`src/hw/cpu_pkg.sv`:
```
package cpu_pkg;

    // status byte bit positions
    localparam int unsigned FLAG_C = 0;
    localparam int unsigned FLAG_Z = 1;
    localparam int unsigned FLAG_V = 6;
    localparam int unsigned FLAG_N = 7;

    // 6502 opcode fields aaa_bbb_cc
    typedef struct packed {
        logic [2:0] aaa;
        logic [2:0] bbb;
        logic [1:0] cc;
    } opcode_f_t;

    typedef union packed {
        logic [7:0] raw;
        opcode_f_t  f;
    } opcode_u;

    typedef enum logic [2:0] {
        ALU_OR, ALU_AND, ALU_EOR, ALU_ADC, ALU_SBC, ALU_CMP, ALU_PASS, ALU_ADD_ADDR
    } alu_op_e;

    typedef enum logic [2:0] {
        ADDR_PC, ADDR_DATA, ADDR_EA_LATCH, ADDR_ZERO, ADDR_HOLD
    } addr_sel_e;

    typedef enum logic [2:0] {
        MODE_IMM, MODE_ZPG, MODE_ABS, MODE_BRANCH, MODE_JUMP, MODE_FLAG, MODE_ILLEGAL
    } mode_e;

    typedef struct packed {
        mode_e      mode;
        alu_op_e    alu_op;
        logic       load_a;
        logic       store_a;
        logic       set_nz;
        logic       set_c;
        logic       set_v;
        logic [1:0] br_flag;   // 00 N, 01 V, 10 C, 11 Z
        logic       br_pol;    // branch when flag equals this
        logic [1:0] c_write;   // bit 1 enables, bit 0 is the new carry
    } dec_t;

    typedef struct packed {
        addr_sel_e adl_sel;
        addr_sel_e adh_sel;
        logic      pc_inc;
        logic      pc_load;
        logic      ir_load;
        logic      ea_lo_load;
        logic      exec;
        logic      we;
        logic      branch_add;
        logic      page_fix;
    } ctrl_t;

endpackage

```
`src/hw/cpu_alu.sv`:
```
`timescale 1ns/10ps

module cpu_alu (
    input  cpu_pkg::alu_op_e op_i,
    input  logic [7:0]       a_i,
    input  logic [7:0]       b_i,
    input  logic             c_i,
    output logic [7:0]       y_o,
    output logic             c_o,
    output logic             v_o
);

    logic [7:0] b_eff;
    logic       c_in;
    logic [8:0] sum;

    always_comb begin
        // subtract is add of the inverted operand
        b_eff = (op_i == cpu_pkg::ALU_SBC || op_i == cpu_pkg::ALU_CMP) ? ~b_i : b_i;
        case (op_i)
            cpu_pkg::ALU_ADC, cpu_pkg::ALU_SBC: c_in = c_i;
            cpu_pkg::ALU_CMP:                   c_in = 1'b1;
            default:                            c_in = 1'b0;
        endcase
        sum = {1'b0, a_i} + {1'b0, b_eff} + {8'h00, c_in};
        c_o = sum[8];
        // signed overflow when both inputs agree in sign and the result does not
        v_o = (a_i[7] == b_eff[7]) && (sum[7] != a_i[7]);
        case (op_i)
            cpu_pkg::ALU_OR:   y_o = a_i | b_i;
            cpu_pkg::ALU_AND:  y_o = a_i & b_i;
            cpu_pkg::ALU_EOR:  y_o = a_i ^ b_i;
            cpu_pkg::ALU_PASS: y_o = b_i;
            default:           y_o = sum[7:0];
        endcase
    end

endmodule

```
`src/hw/cpu_decode.sv`:
```
`timescale 1ns/10ps

module cpu_decode (
    input  cpu_pkg::opcode_u opcode_i,
    output cpu_pkg::dec_t    dec_o
);

    always_comb begin
        dec_o = '0;
        dec_o.mode = cpu_pkg::MODE_ILLEGAL;
        dec_o.alu_op = cpu_pkg::ALU_PASS;
        if (opcode_i.f.cc == 2'b01) begin
            case (opcode_i.f.bbb)
                3'b001:  dec_o.mode = cpu_pkg::MODE_ZPG;
                3'b010:  dec_o.mode = cpu_pkg::MODE_IMM;
                3'b011:  dec_o.mode = cpu_pkg::MODE_ABS;
                default: dec_o.mode = cpu_pkg::MODE_ILLEGAL;
            endcase
            case (opcode_i.f.aaa)
                3'b000:  dec_o.alu_op = cpu_pkg::ALU_OR;
                3'b001:  dec_o.alu_op = cpu_pkg::ALU_AND;
                3'b010:  dec_o.alu_op = cpu_pkg::ALU_EOR;
                3'b011:  dec_o.alu_op = cpu_pkg::ALU_ADC;
                3'b110:  dec_o.alu_op = cpu_pkg::ALU_CMP;
                3'b111:  dec_o.alu_op = cpu_pkg::ALU_SBC;
                default: dec_o.alu_op = cpu_pkg::ALU_PASS;
            endcase
            dec_o.store_a = (opcode_i.f.aaa == 3'b100);
            dec_o.load_a = (opcode_i.f.aaa != 3'b100) && (opcode_i.f.aaa != 3'b110);
            dec_o.set_nz = (opcode_i.f.aaa != 3'b100);
            dec_o.set_c = opcode_i.f.aaa inside {3'b011, 3'b110, 3'b111};
            dec_o.set_v = opcode_i.f.aaa inside {3'b011, 3'b111};
            // no STA immediate
            if (dec_o.store_a && opcode_i.f.bbb == 3'b010) begin
                dec_o.mode = cpu_pkg::MODE_ILLEGAL;
            end
        end else if (opcode_i.raw[4:0] == 5'b10000) begin
            dec_o.mode = cpu_pkg::MODE_BRANCH;
            dec_o.alu_op = cpu_pkg::ALU_ADD_ADDR;
            dec_o.br_flag = opcode_i.raw[7:6];
            dec_o.br_pol = opcode_i.raw[5];
        end else if (opcode_i.raw == 8'h4c) begin
            dec_o.mode = cpu_pkg::MODE_JUMP;
        end else if (opcode_i.raw == 8'h18 || opcode_i.raw == 8'h38) begin
            // CLC / SEC differ only in bit 5
            dec_o.mode = cpu_pkg::MODE_FLAG;
            dec_o.c_write = {1'b1, opcode_i.raw[5]};
        end
    end

endmodule

```
`src/hw/cpu_sequencer.sv`:
```
`timescale 1ns/10ps

module cpu_sequencer (
    input  logic           clk,
    input  logic           rst,
    input  cpu_pkg::dec_t  dec_i,
    input  logic [7:0]     flags_i,
    input  logic           page_cross_i,
    output cpu_pkg::ctrl_t ctrl_o,
    output logic           sync_o,
    output logic           jam_o
);

    localparam logic [3:0] T1 = 4'b0001;
    localparam logic [3:0] T2 = 4'b0010;
    localparam logic [3:0] T3 = 4'b0100;
    localparam logic [3:0] T4 = 4'b1000;

    logic [3:0] t_state;
    logic [3:0] t_next;
    logic       flag_bit;
    logic       taken;

    always_ff @(posedge clk) begin
        if (rst) begin
            t_state <= T1;
        end else begin
            t_state <= t_next;
        end
    end

    // branch condition
    always_comb begin
        case (dec_i.br_flag)
            2'b00:   flag_bit = flags_i[cpu_pkg::FLAG_N];
            2'b01:   flag_bit = flags_i[cpu_pkg::FLAG_V];
            2'b10:   flag_bit = flags_i[cpu_pkg::FLAG_C];
            default: flag_bit = flags_i[cpu_pkg::FLAG_Z];
        endcase
        taken = (flag_bit == dec_i.br_pol);
    end

    assign sync_o = t_state[0];
    // illegal opcode shows up in T2, state goes dead after that
    assign jam_o = ~|t_state | (t_state[1] & (dec_i.mode == cpu_pkg::MODE_ILLEGAL));

    always_comb begin
        ctrl_o = '0;
        ctrl_o.adl_sel = cpu_pkg::ADDR_PC;
        ctrl_o.adh_sel = cpu_pkg::ADDR_PC;
        t_next = '0;
        case (t_state)
            T1: begin
                ctrl_o.ir_load = 1'b1;
                ctrl_o.pc_inc = 1'b1;
                t_next = T2;
            end
            T2: begin
                case (dec_i.mode)
                    cpu_pkg::MODE_IMM: begin
                        ctrl_o.pc_inc = 1'b1;
                        ctrl_o.exec = 1'b1;
                        t_next = T1;
                    end
                    cpu_pkg::MODE_ZPG: begin
                        ctrl_o.pc_inc = 1'b1;
                        ctrl_o.ea_lo_load = 1'b1;
                        ctrl_o.adl_sel = cpu_pkg::ADDR_DATA;
                        ctrl_o.adh_sel = cpu_pkg::ADDR_ZERO;
                        t_next = T3;
                    end
                    cpu_pkg::MODE_ABS, cpu_pkg::MODE_JUMP: begin
                        ctrl_o.pc_inc = 1'b1;
                        ctrl_o.ea_lo_load = 1'b1;
                        t_next = T3;
                    end
                    cpu_pkg::MODE_BRANCH: begin
                        ctrl_o.pc_inc = 1'b1;
                        // taken: re-read the offset while pc moves past it
                        if (taken) begin
                            ctrl_o.adl_sel = cpu_pkg::ADDR_HOLD;
                            ctrl_o.adh_sel = cpu_pkg::ADDR_HOLD;
                            t_next = T3;
                        end else begin
                            t_next = T1;
                        end
                    end
                    cpu_pkg::MODE_FLAG: begin
                        ctrl_o.exec = 1'b1;
                        t_next = T1;
                    end
                    default: t_next = '0;
                endcase
            end
            T3: begin
                case (dec_i.mode)
                    cpu_pkg::MODE_ZPG: begin
                        ctrl_o.exec = ~dec_i.store_a;
                        ctrl_o.we = dec_i.store_a;
                        t_next = T1;
                    end
                    cpu_pkg::MODE_ABS: begin
                        // pc steps past the high operand byte
                        ctrl_o.pc_inc = 1'b1;
                        ctrl_o.adl_sel = cpu_pkg::ADDR_EA_LATCH;
                        ctrl_o.adh_sel = cpu_pkg::ADDR_DATA;
                        t_next = T4;
                    end
                    cpu_pkg::MODE_JUMP: begin
                        ctrl_o.adl_sel = cpu_pkg::ADDR_EA_LATCH;
                        ctrl_o.adh_sel = cpu_pkg::ADDR_DATA;
                        ctrl_o.pc_load = 1'b1;
                        t_next = T1;
                    end
                    cpu_pkg::MODE_BRANCH: begin
                        ctrl_o.branch_add = 1'b1;
                        t_next = page_cross_i ? T4 : T1;
                    end
                    default: t_next = '0;
                endcase
            end
            T4: begin
                case (dec_i.mode)
                    cpu_pkg::MODE_ABS: begin
                        ctrl_o.exec = ~dec_i.store_a;
                        ctrl_o.we = dec_i.store_a;
                        t_next = T1;
                    end
                    cpu_pkg::MODE_BRANCH: begin
                        ctrl_o.page_fix = 1'b1;
                        t_next = T1;
                    end
                    default: t_next = '0;
                endcase
            end
            default: t_next = '0;
        endcase
    end

    assert property (@(posedge clk) disable iff (rst) $onehot0(t_state));
    assert property (@(posedge clk) disable iff (rst) !(sync_o && ctrl_o.we));

endmodule

```
`src/hw/cpu_regs.sv`:
```
`timescale 1ns/10ps

module cpu_regs (
    input  logic             clk,
    input  logic             rst,
    input  cpu_pkg::ctrl_t   ctrl_i,
    input  cpu_pkg::dec_t    dec_i,
    input  logic [7:0]       data_i,
    input  logic [7:0]       pcl_i,
    output cpu_pkg::opcode_u opcode_o,
    output logic [7:0]       flags_o,
    output logic [7:0]       alu_o,
    output logic             alu_c_o,
    output logic [7:0]       data_o
);

    logic [7:0] acc;
    logic [7:0] status;
    logic [7:0] alu_a;
    logic       alu_v;

    // branch add works on the low pc byte instead of A
    assign alu_a = ctrl_i.branch_add ? pcl_i : acc;

    cpu_alu u_alu (
        .op_i(dec_i.alu_op), .a_i(alu_a), .b_i(data_i), .c_i(status[cpu_pkg::FLAG_C]),
        .y_o(alu_o), .c_o(alu_c_o), .v_o(alu_v)
    );

    always_ff @(posedge clk) begin
        if (ctrl_i.ir_load) begin
            opcode_o <= data_i;
        end
    end

    always_ff @(posedge clk) begin
        if (rst) begin
            acc <= '0;
            status <= '0;
        end else if (ctrl_i.exec) begin
            if (dec_i.load_a) begin
                acc <= alu_o;
            end
            if (dec_i.set_nz) begin
                status[cpu_pkg::FLAG_Z] <= (alu_o == 8'h00);
                status[cpu_pkg::FLAG_N] <= alu_o[7];
            end
            if (dec_i.set_c) begin
                status[cpu_pkg::FLAG_C] <= alu_c_o;
            end
            if (dec_i.set_v) begin
                status[cpu_pkg::FLAG_V] <= alu_v;
            end
            if (dec_i.c_write[1]) begin
                status[cpu_pkg::FLAG_C] <= dec_i.c_write[0];
            end
        end
    end

    assign flags_o = status;
    assign data_o = acc;

    assert property (@(posedge clk) disable iff (rst) !(ctrl_i.exec && ctrl_i.ir_load));

endmodule

```
`src/hw/cpu_addr.sv`:
```
`timescale 1ns/10ps

module cpu_addr #(
    parameter logic [15:0] RST_ADDR = 16'h0200
) (
    input  logic           clk,
    input  logic           rst,
    input  cpu_pkg::ctrl_t ctrl_i,
    input  logic [7:0]     data_i,
    input  logic [7:0]     alu_i,
    input  logic           alu_c_i,
    input  logic           offset_neg_i,
    output logic [7:0]     pcl_o,
    output logic           page_cross_o,
    output logic [15:0]    addr_o
);

    logic [15:0] pc;
    logic [15:0] pc_next;
    logic [7:0]  ea_lo;
    logic [7:0]  adl;
    logic [7:0]  adh;
    logic        fix_down;

    function automatic logic [7:0] pick_byte(input cpu_pkg::addr_sel_e sel,
                                             input logic [7:0] pc_b,
                                             input logic [7:0] hold_b,
                                             input logic [7:0] data_b,
                                             input logic [7:0] ea_b);
        logic [7:0] b;
        case (sel)
            cpu_pkg::ADDR_DATA:     b = data_b;
            cpu_pkg::ADDR_EA_LATCH: b = ea_b;
            cpu_pkg::ADDR_ZERO:     b = 8'h00;
            cpu_pkg::ADDR_HOLD:     b = hold_b;
            default:                b = pc_b;
        endcase
        return b;
    endfunction

    always_comb begin
        pc_next = pc;
        if (ctrl_i.pc_inc) begin
            pc_next = pc + 16'd1;
        end
        // branch target low byte, high byte fixed a cycle later if needed
        if (ctrl_i.branch_add) begin
            pc_next[7:0] = alu_i;
        end
        if (ctrl_i.page_fix) begin
            pc_next[15:8] = fix_down ? pc[15:8] - 8'd1 : pc[15:8] + 8'd1;
        end
        adl = pick_byte(ctrl_i.adl_sel, pc_next[7:0], addr_o[7:0], data_i, ea_lo);
        adh = pick_byte(ctrl_i.adh_sel, pc_next[15:8], addr_o[15:8], data_i, ea_lo);
    end

    // carry out against offset sign tells if the page changed
    assign page_cross_o = ctrl_i.branch_add & (alu_c_i ^ offset_neg_i);
    assign pcl_o = pc[7:0];

    always_ff @(posedge clk) begin
        if (rst) begin
            pc <= RST_ADDR;
            addr_o <= RST_ADDR;
            fix_down <= 1'b0;
        end else begin
            addr_o <= {adh, adl};
            pc <= ctrl_i.pc_load ? {adh, adl} : pc_next;
            if (ctrl_i.branch_add) begin
                fix_down <= offset_neg_i;
            end
        end
    end

    always_ff @(posedge clk) begin
        if (ctrl_i.ea_lo_load) begin
            ea_lo <= data_i;
        end
    end

    // store address low byte is the one latched from the operand
    assert property (@(posedge clk) disable iff (rst) ctrl_i.we |-> addr_o[7:0] == ea_lo);

endmodule

```
`src/hw/cpu_top.sv`:
```
`timescale 1ns/10ps

module cpu_top #(
    parameter logic [15:0] RST_ADDR = 16'h0200
) (
    input  logic        clk,
    input  logic        rst,
    input  logic [7:0]  data_i,
    output logic [15:0] addr_o,
    output logic [7:0]  data_o,
    output logic        we_o,
    output logic        sync_o,
    output logic        jam_o
);

    cpu_pkg::ctrl_t  ctrl;
    cpu_pkg::dec_t   dec;
    cpu_pkg::opcode_u opcode;
    logic [7:0]      flags;
    logic [7:0]      alu_y;
    logic            alu_c;
    logic [7:0]      pcl;
    logic            page_cross;

    assign we_o = ctrl.we;

    cpu_sequencer u_seq (
        .clk(clk), .rst(rst), .dec_i(dec), .flags_i(flags), .page_cross_i(page_cross),
        .ctrl_o(ctrl), .sync_o(sync_o), .jam_o(jam_o)
    );

    cpu_decode u_dec (.opcode_i(opcode), .dec_o(dec));

    cpu_regs u_regs (
        .clk(clk), .rst(rst), .ctrl_i(ctrl), .dec_i(dec), .data_i(data_i), .pcl_i(pcl),
        .opcode_o(opcode), .flags_o(flags), .alu_o(alu_y), .alu_c_o(alu_c), .data_o(data_o)
    );

    // branch offset sign comes straight off the data bus
    cpu_addr #(.RST_ADDR(RST_ADDR)) u_addr (
        .clk(clk), .rst(rst), .ctrl_i(ctrl), .data_i(data_i), .alu_i(alu_y),
        .alu_c_i(alu_c), .offset_neg_i(data_i[7]), .pcl_o(pcl),
        .page_cross_o(page_cross), .addr_o(addr_o)
    );

endmodule

```
`config.mk`:
```
export PLATFORM = sky130hd
export DESIGN_NAME = cpu_top
export DESIGN_NICKNAME = d
export VERILOG_FILES = /design/src/hw/cpu_pkg.sv /design/src/hw/cpu_alu.sv /design/src/hw/cpu_decode.sv /design/src/hw/cpu_sequencer.sv /design/src/hw/cpu_regs.sv /design/src/hw/cpu_addr.sv /design/src/hw/cpu_top.sv
export SDC_FILE = /design/constraint.sdc
export NUM_CORES = 1
export LEC_CHECK = 0
export ABC_AREA = 1
export BUFFER_PORTS_ARGS = -buffer_cell sky130_fd_sc_hd__buf_2
export CAP_MARGIN = 20
export CELL_PAD_IN_SITES_DETAIL_PLACEMENT = 1
export CELL_PAD_IN_SITES_GLOBAL_PLACEMENT = 1
export CORE_MARGIN = 2
export CORE_UTILIZATION = 45
export CTS_CLUSTER_DIAMETER = 200
export DETAILED_ROUTE_END_ITERATION = 8
export PLACE_DENSITY_LB_ADDON = 0.3
export SLEW_MARGIN = 5
export SYNTH_ARGS = -nofsm -noshare
export SYNTH_HDL_FRONTEND = slang
export SYNTH_HIERARCHICAL = 1
export SYNTH_SLANG_ARGS = --single-unit
```
`constraint.sdc`:
```
create_clock -name clk -period 5.5 [get_ports clk]
set_input_delay 0.825 -clock clk [delete_from_list [all_inputs] [get_ports clk]]
set_output_delay 0.825 -clock clk [all_outputs]
set_load 0.01 [all_outputs]
```
Word-level counts from Yosys, hierarchy flattened

Cells that the tools add are included.
Widths: inputs -> output; s select.

Bits in latches: 0
Memory bits (writable): 0
Memories: 0
Output and inout port bits: 27
ROM bits: 0
Register bits after elaboration: 65
Logic and storage cells: 149

Div/mod/pow operators: 0
Add/sub/neg operators: 5
Multiply operators: 0
Bitwise operators: 9
Reduce and logical (&&, ||, !) cells: 26
Equal/unequal tests: 45
Multiplexer cells: 54
Order comparisons: 0
Shift-type cells: 0

Operator list:

| cell                  | count |
|---|---|
| $pmux 8 s4            | 3 |
| $mux 8                | 5 |
| $eq 3x2->1 const B    | 12 |
| $eq 3x3->1 const B    | 11 |
| $mux 16               | 2 |
| $pmux 4 s3            | 2 |
| $pmux 6 s2            | 2 |
| $eq 3x1->1 const B    | 6 |
| $pmux 3 s6            | 1 |
| $add 16x1->16 const B | 1 |
| $pmux 4 s4            | 1 |
| $mux 1                | 15 |
| $mux 3                | 5 |
| $mux 5                | 3 |
| $mux 2                | 6 |
| $mux 6                | 2 |
| $reduce_or 2->1       | 5 |
| $add 8x8->9           | 1 |
| $add 9x1->9           | 1 |
| $logic_not 3->1       | 3 |
| $pmux 1 s3            | 3 |
| $pmux 3 s3            | 1 |
| $add 8x1->8 const B   | 1 |
| $and 8x8->8           | 1 |
| 34 further kinds      | 46 |

Longest topological paths before layout

Word-level depth: 17
Depth in mapped cells: 29
Depth with buffers taken out: 28

By module

Netlist, hierarchy kept.

By module, submodules not included:

| module        | sequential area each (µm²) | cells an instance | area each (µm²) | times used |
|---|---|---|---|---|
| cpu_addr      | 900.9                      | 383               | 2,687.6         | 1 |
| cpu_alu       | 0.0                        | 169               | 1,032.2         | 1 |
| cpu_regs      | 480.5                      | 96                | 884.6           | 1 |
| cpu_sequencer | 80.1                       | 83                | 454.2           | 1 |
| cpu_decode    | 0.0                        | 56                | 322.8           | 1 |

Worst setup path after synthesis

OpenSTA, ideal clock, no wires.

Path type: reg-to-reg
Start: register u_regs/opcode_o[7] (netlist name)
End: register u_seq.t_state[0]
Setup slack: 1.575 ns
Clock period less this slack: 3.925 ns
Arrival: 3.864 ns
Path buffers: 0
Cell stages (with the launch flop): 26
Setup time: 0.062 ns
Cell sequence: edfxtp_1 inv_1 ha_1 nand2_1 nand3b_2 nand2_1 a21oi_2 inv_2 nor2_4 nand2_2 nor2_1 o21ai_0 fa_1 fa_1 nand3_1 nand3_1 nand2_1 nand2_1 nand2_1 nand2_1 o21ai_0 a21oi_1 nand3b_1 a21oi_1 nor2_1 nand3_1

RTL lines:

| element                | RTL line            | RTL |
|---|---|---|
| start, declared        | cpu_regs.sv:10      | `output cpu_pkg::opcode_u opcode_o,` |
| start signal, assigned | cpu_regs.sv:32      | `opcode_o <= data_i;` |
| end signal, assigned   | cpu_sequencer.sv:28 | `t_state <= t_next;` |
| end, declared          | cpu_sequencer.sv:19 | `logic [3:0] t_state;` |

==> summary.txt <==
Status -> finished with violations
Failing checks -> DRC
Required @ worst endpoint -> 5.77 ns
DRT Pass-1 Iters -> 6
# port buffers -> 36
Worst slew pin tran -> 0.820 ns
Row count -> 39
Worst hold start -> u_regs/flags_o[6]$_SDFFE_PP0P_
Area delta synth->final -> 10.2%
R2r endpoint -> u_seq/t_state[0]$_SDFF_PP1_
Final Hold Vio Count -> 0
Number of CTS-inserted buffers -> 9
PwrDens -> 211 nW/um^2
Hold Path Class -> register to register
Worst Setup Start Kind -> register
CTS Sinks -> 65
Post_cts resized -> 0
Synth Net Count -> 830
Mean number of vias per cell -> 5.61
Gpl congestion -> 0.912
DRC -> 1
Leak pwr -> 2.82 nW
Net Sw Frac -> 0.280
CP max FO -> 29
Total negative setup slack -> 0 ns
Cell Count, Final, Fillers Out -> 960
Antenna cells -> 0
Final Setup Violations -> 0
Crit path kind -> register to register
Num ports -> 37
Rel. slew slack -> 0.451
Worst R2R Start -> u_regs/opcode_o[7]$_DFFE_PP_
Sequential Area -> 1460 sq um
Grt total ovfl -> 0
Arrival @ worst endpoint -> 4.77 ns
Avg Cell Area, Syn -> 6.84 sq um
Worst IR Drop VDD -> 150 uV
FF-to-FF path depth -> 26
Nets -> 860
Syn. warnings -> 6
Clock buffer depth -> 2
Clk pwr share -> 0.453
Cell area after placement -> 5600 sq um
Slew Viols, Final -> 0
Flop pwr share -> 0.414
Area of the multi-input gates -> 3250 sq um
Layout filler cell count -> 1538
Final ANT Viol Nets -> 0
Max-cap viol count -> 0
Design Area, Final -> 5900 sq um
RSZ-0062 raised after global routing -> no
Via count of the first global-routing pass -> 5691
Mapped cell area -> 5350 sq um
Hold Path End -> u_regs/flags_o[6]$_SDFFE_PP0P_
Antenna violations before repair -> 0
Chip height -> 113 microns
Share of cells above drive strength 1 -> 0.160
CTS tree -> built
Max Fclk -> 223 MHz
Via Count -> 5390
WHS Path Cells -> 2
Clock Latency Late Sink -> 0.34 ns
Total GRT Usage -> 0.275
Clock-pin slew on the worst setup and hold paths -> 0.05 ns
Starting Density -> 0.464
Drt wl/cell -> 17.9 microns
Total wire length -> 17100 microns
Worst reg2reg setup slack -> 1.01 ns
Setup Buffers After CTS -> 0
Hold_buf cts -> 0
Post-layout minimum cycle time -> 4.49 ns
Gate Count Post-Synth -> 782
First-pass GRT wire length -> 28000 microns
Combinational power share -> 0.133
Clock Skew -> 0.00983 ns
Detail Placement HPWL -> 13200 microns
Placed insts -> 944
Clock root cell -> clkbuf_16
CTS H-tree depth -> 3
Iteration-0 DRC Markers -> 232
Die extent in x -> 113 microns
Largest net degree at the start of global routing -> 34
Power Internal -> 0.000894 W
NetSw -> 0.000348 W
CP endpoint kind -> register
Area of the core -> 11500 sq um
Die footprint -> 12800 sq um
Fin crit share -> 0.817
Crit. Startpoint -> u_regs/opcode_o[7]$_DFFE_PP_
==> registers in the layout, summed over array words and instances, names as in the netlist <==
signal	cells
u_regs/data_o	8
u_addr/addr_o	16
u_addr/pc	16
u_regs/opcode_o	8
u_addr/ea_lo	8
u_addr/fix_down	1
u_regs/flags_o	4
u_seq/t_state	4
==> routing by layer <==
metal / vias to the layer above / share of wire / global-route usage
met5: - / 0 / 0
met4: 0 / 0.027 / 0.109
met3: 34 / 0.039 / 0.0434
met2: 122 / 0.50 / 0.498
met1: 2626 / 0.43 / 0.325
li1: 2608 / - / -
==> critical path, stage by stage (launching register included) <==
cell and delay [ns]:
edfxtp_1 0.49, inv_1 0.14, ha_1 0.22, nand2_1 0.07, nand3b_2 0.14, nand2_1 0.08
a21oi_2 0.20, inv_2 0.09, nor2_4 0.14, nand2_2 0.09, nor2_1 0.12, buf_4 0.29
o21ai_0 0.25, fa_1 0.51, fa_1 0.43, nand3_1 0.12, nand3_1 0.07, nand2_1 0.08
nand2_1 0.05, nand2_1 0.07, nand2_1 0.11, o21ai_0 0.17, a21oi_1 0.07, nand3b_1 0.17
a21oi_1 0.13, nor2_1 0.05, nand3_1 0.05
==> layout by cell type, fill, tap and decap left out, types with 4 or more instances in the layout <==
cell         n
a21oi_1     43
o211ai_1     6
inv_2       14
a21oi_2      7
nand3_2     12
nand4_1      4
o22ai_1     23
o21ai_0     34
edfxtp_1    16
nand3b_1     5
nor2_4       5
nand3_1     59
o21ai_1      9
nor2_1      72
nand2_1    172
xor2_1      13
buf_2       36
ha_1        35
dfxtp_1     49
nor2_2      11
a211oi_2     8
xnor2_1      4
nand2_2     10
inv_1      120
clkbuf_16    9
==> worst max-delay path by stage <==
stage / to / slack [ns] / depth (start not counted)
after detailed placement: u_seq/t_state[0]$_SDFF_PP1_ / 1.06 / 26
after global routing: u_seq/t_state[0]$_SDFF_PP1_ / 0.61 / 26
after CTS: u_seq/t_state[0]$_SDFF_PP1_ / 1.02 / 26
after floorplan: u_seq/t_state[0]$_SDFF_PP1_ / 1.57 / 25
final: u_seq/t_state[0]$_SDFF_PP1_ / 1.01 / 26
after global placement: u_seq/t_state[0]$_SDFF_PP1_ / 1.26 / 26
==> stage by stage <==
stage	hold slack [ns]	utilization	setup slack (ns)	total power [W]
after floorplan	0.439	-	1.57	0.000633
after global placement	0.450	0.487	1.26	0.000676
after detailed placement	0.465	0.487	1.06	0.000686
after CTS	0.480	0.512	1.02	0.00125
after global routing	0.502	0.512	0.614	0.00129
final	0.483	0.512	1.01	0.00124
==> power groups by stage <==
stage | Clock, W | Combinational [W] | Sequential [W]
floorplan | 0 | 0.000111 | 0.000522
global placement | 0 | 0.000152 | 0.000524
detailed placement | 0 | 0.000161 | 0.000525
CTS | 0.000573 | 0.000163 | 0.000515
global route | 0.000591 | 0.000183 | 0.000516
finish | 0.000563 | 0.000165 | 0.000515
==> cell type report <==
class	count	share of cell area
multi-input combinational	562	0.552
timing repair buffer	39	0.0344
clock inverter	3	0.00361
clock buffer	13	0.0458
sequential	65	0.248
tap	143	0.0303
inverter	135	0.0860
(Power assumes the default switching activity.)
